**config.mk**
```make
export PLATFORM = sky130hd
export DESIGN_NAME = st_master_top
export DESIGN_NICKNAME = d
export VERILOG_FILES = /design/src/ll_pkg.sv /design/src/ll_auto_sync.sv /design/src/ll_transmit.sv /design/src/st_master_concat.sv /design/src/st_master_top.sv
export SDC_FILE = /design/constraint.sdc
export NUM_CORES = 1
export LEC_CHECK = 0
export ABC_AREA = 1
export ABC_CLOCK_PERIOD_IN_PS = 7900
export BUFFER_PORTS_ARGS = -buffer_cell sky130_fd_sc_hd__buf_2
export CORE_MARGIN = 1.5
export CORE_UTILIZATION = 50
export CTS_CLUSTER_SIZE = 12
export DETAILED_ROUTE_END_ITERATION = 10
export PLACE_DENSITY = 0.81
export RECOVER_POWER = 50
export SLEW_MARGIN = 5
export SYNTH_ARGS = -nofsm -noshare
export SYNTH_HDL_FRONTEND = slang
export SYNTH_HIERARCHICAL = 1
export SYNTH_SLANG_ARGS = --single-unit
```
**constraint.sdc**
```tcl
create_clock -name clk_wr -period 7.9 [get_ports clk_wr]
set_input_delay 1.185 -clock clk_wr [delete_from_list [all_inputs] [get_ports clk_wr]]
set_output_delay 1.185 -clock clk_wr [all_outputs]
set_load 0.02 [all_outputs]
```
**src/ll_pkg.sv**
```systemverilog
package ll_pkg;

  ////////////////////////////////////////////////////////////
  // Stream beat sizes
  localparam int DATA_W   = 32;
  localparam int KEEP_W   = 4;

  // One PHY word per cycle on the single channel
  localparam int PHY_W    = 40;

  // Credit return rides on the lowest bit of the receive word
  localparam int RX_CREDIT_BIT = 0;

  ////////////////////////////////////////////////////////////
  // Transmit FIFO and credit sizing
  localparam int FIFO_DEPTH = 4;
  localparam int PTR_W      = $clog2(FIFO_DEPTH);
  // Occupancy must reach FIFO_DEPTH itself
  localparam int CNT_W      = PTR_W + 1;
  localparam int CRED_W     = 8;

  // Debug word layout
  localparam int PUSHED_W = 21;
  localparam int DEBUG_W  = CRED_W + CNT_W + PUSHED_W;

  ////////////////////////////////////////////////////////////
  // Auto sync delay counters, x then y then z
  localparam int DELAY_W = 16;
  localparam int NUM_DLY = 3;

  // User beat, 37 bits
  typedef struct packed {
    logic [DATA_W-1:0] tdata;
    logic [KEEP_W-1:0] tkeep;
    logic              tlast;
  } st_beat_t;

  // Transmit PHY word, marker at the top
  typedef struct packed {
    logic     mrk;
    logic     stb;
    logic     push;
    st_beat_t beat;
  } phy_word_t;

  typedef struct packed {
    logic [CRED_W-1:0]   credit;
    logic [CNT_W-1:0]    fifo_count;
    logic [PUSHED_W-1:0] pushed_count;
  } tx_debug_t;

endpackage

```
**src/ll_auto_sync.sv**
```systemverilog
`timescale 1ns/1ps

module ll_auto_sync (
  input  logic                       clk_wr,
  input  logic                       rst,
  input  logic                       tx_online,
  input  logic                       rx_online,
  input  logic [ll_pkg::DELAY_W-1:0] delay_x_value,
  input  logic [ll_pkg::DELAY_W-1:0] delay_y_value,
  input  logic [ll_pkg::DELAY_W-1:0] delay_z_value,
  input  logic                       tx_stb_userbit,
  input  logic                       tx_mrk_userbit,
  output logic                       tx_online_delay,
  output logic                       rx_online_delay,
  output logic                       tx_auto_stb_userbit,
  output logic                       tx_auto_mrk_userbit
);

  ////////////////////////////////////////////////////////////
  // Delay stages
  // Index 0 is tx online, 1 is rx online, 2 is the settle time

  logic [ll_pkg::NUM_DLY-1:0] dly_en;
  logic [ll_pkg::NUM_DLY-1:0] dly_lvl;
  logic [ll_pkg::DELAY_W-1:0] dly_cnt [ll_pkg::NUM_DLY];
  logic [ll_pkg::DELAY_W-1:0] dly_val [ll_pkg::NUM_DLY];
  logic                       settled;

  assign dly_val[0] = delay_x_value;
  assign dly_val[1] = delay_y_value;
  assign dly_val[2] = delay_z_value;

  // Each stage counts only while its condition holds
  assign dly_en[0] = tx_online;
  assign dly_en[1] = rx_online & dly_lvl[0];
  // Settle time starts once tx side is up
  assign dly_en[2] = dly_lvl[0];

  always_ff @(posedge clk_wr) begin
    if (rst) begin
      dly_lvl <= '0;
      for (int i = 0; i < ll_pkg::NUM_DLY; i++) begin
        dly_cnt[i] <= '0;
      end
    end else begin
      for (int i = 0; i < ll_pkg::NUM_DLY; i++) begin
        if (!dly_en[i]) begin
          // Condition lost, start over
          dly_cnt[i] <= '0;
          dly_lvl[i] <= 1'b0;
        end else if (!dly_lvl[i]) begin
          // Sticky once the programmed count is reached
          if (dly_cnt[i] >= dly_val[i]) begin
            dly_lvl[i] <= 1'b1;
          end else begin
            dly_cnt[i] <= dly_cnt[i] + 1'b1;
          end
        end
      end
    end
  end

  ////////////////////////////////////////////////////////////
  // Outputs

  // Tx side falls one cycle after tx_online drops
  assign tx_online_delay = dly_lvl[0];

  // Rx side and settle drop together with their enables
  assign rx_online_delay = dly_lvl[1] & dly_en[1];
  assign settled         = dly_lvl[2] & dly_en[2];

  // Far end sees strobe and marker only on a stable link
  assign tx_auto_stb_userbit = settled & tx_stb_userbit;
  assign tx_auto_mrk_userbit = settled & tx_mrk_userbit;

endmodule

```
**src/ll_transmit.sv**
```systemverilog
`timescale 1ns/1ps

module ll_transmit (
  input  logic                      clk_wr,
  input  logic                      rst,
  input  logic                      tx_online,
  input  logic                      rx_online,
  input  logic [ll_pkg::CRED_W-1:0] init_credit,
  input  ll_pkg::st_beat_t          user_beat,
  input  logic                      user_valid,
  output logic                      user_ready,
  input  logic                      rx_credit,
  output ll_pkg::st_beat_t          tx_beat,
  output logic                      tx_pushbit,
  output ll_pkg::tx_debug_t         debug_status
);

  ll_pkg::st_beat_t            fifo_mem [ll_pkg::FIFO_DEPTH];
  logic [ll_pkg::PTR_W-1:0]    wr_ptr;
  logic [ll_pkg::PTR_W-1:0]    rd_ptr;
  logic [ll_pkg::CNT_W-1:0]    fifo_count;
  logic [ll_pkg::CNT_W-1:0]    fifo_count_next;
  logic [ll_pkg::CRED_W-1:0]   credit;
  logic [ll_pkg::PUSHED_W-1:0] pushed_count;
  logic                        rx_online_q;
  logic                        credit_load;
  logic                        fifo_empty;
  logic                        push;
  logic                        pop;

  ////////////////////////////////////////////////////////////
  // Pop and push control

  assign push       = user_valid & user_ready;
  assign fifo_empty = (fifo_count == '0);

  // Send only with both sides up and a credit in hand
  assign pop = tx_online & rx_online & (credit != '0) & ~fifo_empty;

  // Rising edge of the delayed rx online
  assign credit_load = rx_online & ~rx_online_q;

  always_comb begin
    case ({push, pop})
      2'b10:   fifo_count_next = fifo_count + 1'b1;
      2'b01:   fifo_count_next = fifo_count - 1'b1;
      default: fifo_count_next = fifo_count;
    endcase
  end

  // Beat FIFO, pointers wrap on the power of two depth
  always_ff @(posedge clk_wr) begin
    if (rst) begin
      wr_ptr     <= '0;
      rd_ptr     <= '0;
      fifo_count <= '0;
      user_ready <= 1'b0;
    end else begin
      if (push) begin
        wr_ptr <= wr_ptr + 1'b1;
      end
      if (pop) begin
        rd_ptr <= rd_ptr + 1'b1;
      end
      fifo_count <= fifo_count_next;
      // Ready tracks not-full of the next occupancy
      user_ready <= (fifo_count_next != ll_pkg::FIFO_DEPTH);
    end
  end

  always_ff @(posedge clk_wr) begin
    if (push) begin
      fifo_mem[wr_ptr] <= user_beat;
    end
  end

  ////////////////////////////////////////////////////////////
  // Credit counter

  always_ff @(posedge clk_wr) begin
    if (rst || !rx_online) begin
      // Held at zero while far end is offline
      credit      <= '0;
      rx_online_q <= 1'b0;
    end else begin
      rx_online_q <= rx_online;
      if (credit_load) begin
        credit <= init_credit;
      end else begin
        // Pop and return in one cycle cancel out
        case ({pop, rx_credit})
          2'b10:   credit <= credit - 1'b1;
          2'b01:   credit <= credit + 1'b1;
          default: credit <= credit;
        endcase
      end
    end
  end

  ////////////////////////////////////////////////////////////
  // Output register, one cycle after the pop

  always_ff @(posedge clk_wr) begin
    if (rst) begin
      tx_pushbit   <= 1'b0;
      pushed_count <= '0;
    end else begin
      tx_pushbit <= pop;
      if (pop) begin
        pushed_count <= pushed_count + 1'b1;
      end
    end
  end

  always_ff @(posedge clk_wr) begin
    if (pop) begin
      tx_beat <= fifo_mem[rd_ptr];
    end
  end

  // Debug view
  assign debug_status.credit       = credit;
  assign debug_status.fifo_count   = fifo_count;
  assign debug_status.pushed_count = pushed_count;

endmodule

```
**src/st_master_concat.sv**
```systemverilog
`timescale 1ns/1ps

module st_master_concat (
  input  ll_pkg::st_beat_t         tx_beat,
  input  logic                     tx_pushbit,
  input  logic                     tx_online,
  input  logic                     tx_stb_userbit,
  input  logic                     tx_mrk_userbit,
  output logic [ll_pkg::PHY_W-1:0] tx_phy,
  input  logic [ll_pkg::PHY_W-1:0] rx_phy,
  output logic                     rx_credit
);

  ////////////////////////////////////////////////////////////
  // Transmit word assembly

  ll_pkg::phy_word_t tx_word;

  always_comb begin
    // Offline link drives an all-zero word
    tx_word = '0;
    if (tx_online) begin
      tx_word.mrk  = tx_mrk_userbit;
      tx_word.stb  = tx_stb_userbit;
      tx_word.push = tx_pushbit;
      // Beat field holds the last popped beat when push is low
      tx_word.beat = tx_beat;
    end
  end

  assign tx_phy = tx_word;

  ////////////////////////////////////////////////////////////
  // Receive side, credit return only

  // One credit per cycle with the credit bit set
  // Stale credits from an offline far end are dropped
  assign rx_credit = tx_online & rx_phy[ll_pkg::RX_CREDIT_BIT];

endmodule

```
**src/st_master_top.sv**
```systemverilog
`timescale 1ns/1ps

module st_master_top (
  input  logic                       clk_wr,
  input  logic                       rst,
  input  logic                       tx_online,
  input  logic                       rx_online,
  input  logic [ll_pkg::CRED_W-1:0]  init_st_credit,
  output logic [ll_pkg::PHY_W-1:0]   tx_phy0,
  input  logic [ll_pkg::PHY_W-1:0]   rx_phy0,
  input  logic [ll_pkg::KEEP_W-1:0]  user_tkeep,
  input  logic [ll_pkg::DATA_W-1:0]  user_tdata,
  input  logic                       user_tlast,
  input  logic                       user_tvalid,
  output logic                       user_tready,
  output logic [ll_pkg::DEBUG_W-1:0] tx_st_debug_status,
  input  logic                       tx_mrk_userbit,
  input  logic                       tx_stb_userbit,
  input  logic [ll_pkg::DELAY_W-1:0] delay_x_value,
  input  logic [ll_pkg::DELAY_W-1:0] delay_y_value,
  input  logic [ll_pkg::DELAY_W-1:0] delay_z_value
);

  ll_pkg::st_beat_t  user_beat;
  ll_pkg::st_beat_t  tx_beat;
  ll_pkg::tx_debug_t tx_debug;
  logic              tx_pushbit;
  logic              rx_credit;
  logic              tx_online_delay;
  logic              rx_online_delay;
  logic              tx_auto_stb_userbit;
  logic              tx_auto_mrk_userbit;

  // User beat packing
  assign user_beat.tdata = user_tdata;
  assign user_beat.tkeep = user_tkeep;
  assign user_beat.tlast = user_tlast;

  assign tx_st_debug_status = tx_debug;

  ////////////////////////////////////////////////////////////
  // Online delays and user bit enable

  ll_auto_sync u_auto_sync (
    .clk_wr              (clk_wr),
    .rst                 (rst),
    .tx_online           (tx_online),
    .rx_online           (rx_online),
    .delay_x_value       (delay_x_value),
    .delay_y_value       (delay_y_value),
    .delay_z_value       (delay_z_value),
    .tx_stb_userbit      (tx_stb_userbit),
    .tx_mrk_userbit      (tx_mrk_userbit),
    .tx_online_delay     (tx_online_delay),
    .rx_online_delay     (rx_online_delay),
    .tx_auto_stb_userbit (tx_auto_stb_userbit),
    .tx_auto_mrk_userbit (tx_auto_mrk_userbit)
  );

  ////////////////////////////////////////////////////////////
  // Logic link transmit, runs on the delayed online levels

  ll_transmit u_transmit (
    .clk_wr       (clk_wr),
    .rst          (rst),
    .tx_online    (tx_online_delay),
    .rx_online    (rx_online_delay),
    .init_credit  (init_st_credit),
    .user_beat    (user_beat),
    .user_valid   (user_tvalid),
    .user_ready   (user_tready),
    .rx_credit    (rx_credit),
    .tx_beat      (tx_beat),
    .tx_pushbit   (tx_pushbit),
    .debug_status (tx_debug)
  );

  ////////////////////////////////////////////////////////////
  // PHY word build and credit extract

  st_master_concat u_concat (
    .tx_beat        (tx_beat),
    .tx_pushbit     (tx_pushbit),
    .tx_online      (tx_online_delay),
    .tx_stb_userbit (tx_auto_stb_userbit),
    .tx_mrk_userbit (tx_auto_mrk_userbit),
    .tx_phy         (tx_phy0),
    .rx_phy         (rx_phy0),
    .rx_credit      (rx_credit)
  );

endmodule

```
==> impl_metrics.env <==
export IMPL_run_status="complete, but fails checks"
export IMPL_failed_checks="max-capacitance violations, max-slew violations"
export IMPL_report_final_setup_viol=0
export IMPL_finish_net_count=1695
export IMPL_post_cts_resized_instances=0
export IMPL_cts_buffers_inserted=30
export IMPL_lkg_pwr_nw=6.54
export IMPL_drt_met1_wl_um=11900
export IMPL_post_route_drc_count=0
export IMPL_detail_route_iter0_violations=698
export IMPL_post_layout_total_power_mw=2.97
export IMPL_grt_antenna_before_repair=3
export IMPL_clock_skew_final_ns=0.0271
export IMPL_worst_path_max_fanout=46
export IMPL_synthesis_area_mm2=0.0135
export IMPL_critical_path_at_ns=5.76
export IMPL_number_of_flops_mapped_to_enable_cells_by_yosys=233
export IMPL_met2_wirelength_from_detailed_routing_um=13900
export IMPL_core_area_mm2=0.0268
export IMPL_effective_utilization_at_floorplan=0.505
export IMPL_intPower_mw=2.35
export IMPL_synthDominantCellAreaShare=0.517
export IMPL_dr_pass1_iters=5
export IMPL_syn2layout_area_growth_pct=14.7
export IMPL_share_seq_of_total_power=0.538
export IMPL_period_share=0.681
export IMPL_design_die_area_mm2=0.0281
export IMPL_detailroute_wirelength_met3_um=2020
export IMPL_timing_worst_setup_path_type="register to register"
export IMPL_synth_register_bits=275
export IMPL_clock_power_share=0.431
export IMPL_clock_sinks=275
export IMPL_globalRoute_totalOverflow=0
export IMPL_antenna_violating_nets_post_route=0
export IMPL_via_count_of_the_first_global_routing_pass=9526
export IMPL_clock_latency_ns=0.57
export IMPL_vias_per_cell=5.20
export IMPL_top_signal_layer_used="met5"
export IMPL_fmax_ghz=0.186
export IMPL_syn_area_per_cell_um2=10.3
export IMPL_worst_ir_drop_vdd_mv=0.167
export IMPL_netSwitchingFraction=0.209
export IMPL_buffer_ports_inserted=173
export IMPL_fin_tns_setup_ns=0
export IMPL_synthesis_instances=1314
export IMPL_final_hold_violation_count=0
export IMPL_synth_area_leader_cell="sky130_fd_sc_hd__edfxtp_1"
export IMPL_power_switching_mw=0.622
export IMPL_worstSetupEndpointType="register"
export IMPL_grt_max_degree=77
export IMPL_dp_hpwl_um=18300
export IMPL_cts_hold_repair_buffers=0
export IMPL_synth_warning_count=6
export IMPL_rsz0062_at_grt="false"
export IMPL_groute_usage_overall=0.204
export IMPL_ys_dominant_reg_cell="sky130_fd_sc_hd__edfxtp_1"
export IMPL_synth_nets=1520
export IMPL_cts_setup_buffers=0
export IMPL_die_height_um=168
export IMPL_period_minus_ws_final_ns=5.38
export IMPL_die_w_um=168
export IMPL_cellPowerDensity_mw_per_mm2=191
export IMPL_cts_root_buf="sky130_fd_sc_hd__clkbuf_16"
export IMPL_rows=60
export IMPL_vias=9619
export IMPL_synth_yosys_seq_area_share=0.579
export IMPL_num_fill_cells=2242
export IMPL_timing_critical_path_from_type="register"
export IMPL_yosysUniqueCellTypes=48
export IMPL_netlist_top_cells_area="sky130_fd_sc_hd__edfxtp_1 (52%), sky130_fd_sc_hd__dfxtp_1 (6.2%), sky130_fd_sc_hd__ha_1 (5.9%)"
export IMPL_cp_data_required_time_ns=8.28
export IMPL_worst_slew_margin_rel=-1.09
export IMPL_ys_async_sr_fraction=0
export IMPL_cts_htree_levels=1
export IMPL_routed_wl_um=28600
export IMPL_worst_slew_pin_transition_ns=3.14
export IMPL_combinationalPowerShare=0.031
export IMPL_cts_tree="built"
export IMPL_maxCapViolCount=6
export IMPL_i_o_pin_count=213
export IMPL_clk_pin_slew_ns=0.06
export IMPL_routabilityCongestion=0.874
export IMPL_detail_routed_net_length_per_standard_cell_um=15.4
export IMPL_final_max_slew_violation_count=272
export IMPL_clk_path_buf_depth=3
export IMPL_grt_first_pass_wirelength_um=46500
export IMPL_post_synth_top_count_cell="sky130_fd_sc_hd__edfxtp_1"
export IMPL_final_layout_size_suffix_gt1_frac=0.183
export IMPL_hold_path_class="register to register"
export IMPL_yosys_top_cells_count="sky130_fd_sc_hd__edfxtp_1 (233), sky130_fd_sc_hd__inv_1 (182), sky130_fd_sc_hd__nand2_1 (175)"
through the flow:
stage | cells | setup WS (ns) | hold WS [ns] | util | cell area, um^2
finish | 1851 | 2.52 | 0.502 | 0.579 | 15500
global route | 1850 | 1.94 | 0.528 | 0.579 | 15500
CTS | 1849 | 3.99 | 0.492 | 0.582 | 15600
detailed placement | 1798 | 3.46 | 0.476 | 0.549 | 14700
global placement | 1798 | 3.51 | 0.472 | 0.549 | 14700
floorplan | 1314 | 4.40 | 0.490 | - | 13500
worst max-delay path, cell delays in order (launching register included):
cell and delay (ns):
sky130_fd_sc_hd__dfxtp_1 0.49, sky130_fd_sc_hd__clkbuf_1 1.73, sky130_fd_sc_hd__nand2_1 0.34, sky130_fd_sc_hd__a21oi_4 0.28, sky130_fd_sc_hd__nand2_4 0.20, sky130_fd_sc_hd__inv_2 0.88
sky130_fd_sc_hd__ha_1 0.29, sky130_fd_sc_hd__inv_1 0.07, sky130_fd_sc_hd__fa_1 0.38, sky130_fd_sc_hd__a21oi_1 0.14, sky130_fd_sc_hd__o21ai_0 0.11, sky130_fd_sc_hd__xor2_1 0.18
sky130_fd_sc_hd__a31oi_1 0.09
sequential cells by signal (all words and copies together), names as in the netlist:
signal / cells
u_transmit/wr_ptr: 2
u_transmit/rx_online_q: 1
u_auto_sync/dly_lvl: 3
u_transmit/credit: 8
u_transmit/tx_beat: 37
u_transmit/rd_ptr: 2
u_auto_sync/dly_cnt: 48
u_transmit/fifo_mem: 148
u_transmit/tx_pushbit: 1
u_transmit/pushed_count: 21
u_transmit/user_ready: 1
u_transmit/fifo_count: 3
path summary, 6_finish.rpt:
kind,start,to,slack (ns),cells past startpoint
setup / recovery,u_auto_sync/dly_lvl[0]$_SDFF_PP0_,u_transmit/user_ready$_SDFF_PP0_,2.52,12
hold / removal,u_transmit/pushed_count[13]$_SDFFE_PP0P_,u_transmit/pushed_count[13]$_SDFFE_PP0P_,0.50,2
setup reg to reg,u_auto_sync/dly_lvl[0]$_SDFF_PP0_,u_transmit/user_ready$_SDFF_PP0_,2.52,12
hold reg to reg,u_transmit/pushed_count[13]$_SDFFE_PP0P_,u_transmit/pushed_count[13]$_SDFFE_PP0P_,0.50,2
cell families after synthesis:
family	Yosys count	share of synthesized area
xor+xnor	50	0.0323
flops	275	0.579
fa+ha+maj	66	0.0621
buf+inv	234	0.0711
compound gates	199	0.0827
simple gates	490	0.173
routing by layer:
layer | GRT usage | vias up
met2 | 0.360 | 305
met3 | 0.0395 | 46
met4 | 0.0544 | 2
met5 | 0 | -
li1 | - | 4777
met1 | 0.256 | 4489
layout make-up:
class	count	area [um^2]	share of cell area
clock buffer	38	811	0.0522
clock inverter	13	91.3	0.00588
timing repair buffer	182	863	0.0556
multi-input combinational	805	4760	0.307
antenna	2	5.00	0.000322
sequential	275	7840	0.505
tap	341	427	0.0275
inverter	195	732	0.0471
layout by cell type, fill, tap and decap left out, types with 3 or more instances in the layout:
master / instances
sky130_fd_sc_hd__o21ai_0: 89
sky130_fd_sc_hd__clkinv_1: 6
sky130_fd_sc_hd__a21oi_1: 49
sky130_fd_sc_hd__o21a_1: 3
sky130_fd_sc_hd__xnor2_1: 13
sky130_fd_sc_hd__nand2_4: 4
sky130_fd_sc_hd__nor3_2: 16
sky130_fd_sc_hd__edfxtp_1: 233
sky130_fd_sc_hd__buf_4: 3
sky130_fd_sc_hd__nand4_1: 15
sky130_fd_sc_hd__nor2_4: 9
sky130_fd_sc_hd__nand2_1: 175
sky130_fd_sc_hd__nand3_1: 47
sky130_fd_sc_hd__inv_2: 13
sky130_fd_sc_hd__dfxtp_1: 41
sky130_fd_sc_hd__ha_1: 64
sky130_fd_sc_hd__clkbuf_8: 3
sky130_fd_sc_hd__clkbuf_1: 49
sky130_fd_sc_hd__nor3_1: 19
sky130_fd_sc_hd__inv_1: 182
sky130_fd_sc_hd__o21ai_1: 7
sky130_fd_sc_hd__nor2_2: 20
sky130_fd_sc_hd__a21oi_2: 3
sky130_fd_sc_hd__nand3b_1: 4
sky130_fd_sc_hd__nand2_2: 21
sky130_fd_sc_hd__clkbuf_16: 30
sky130_fd_sc_hd__nor2_1: 148
sky130_fd_sc_hd__xor2_1: 37
sky130_fd_sc_hd__o22ai_1: 37
sky130_fd_sc_hd__buf_2: 135
power groups by stage:
stage               registers (mW)  clock network (mW)  logic (mW)
floorplan                     1.63                   0      0.0445
global placement              1.62                   0      0.0901
detailed placement            1.63                   0      0.0954
CTS                           1.60                1.31      0.0962
global route                  1.60                1.36       0.105
finish                        1.60                1.28      0.0912
Note: power is estimated with default switching activity, not from simulation.
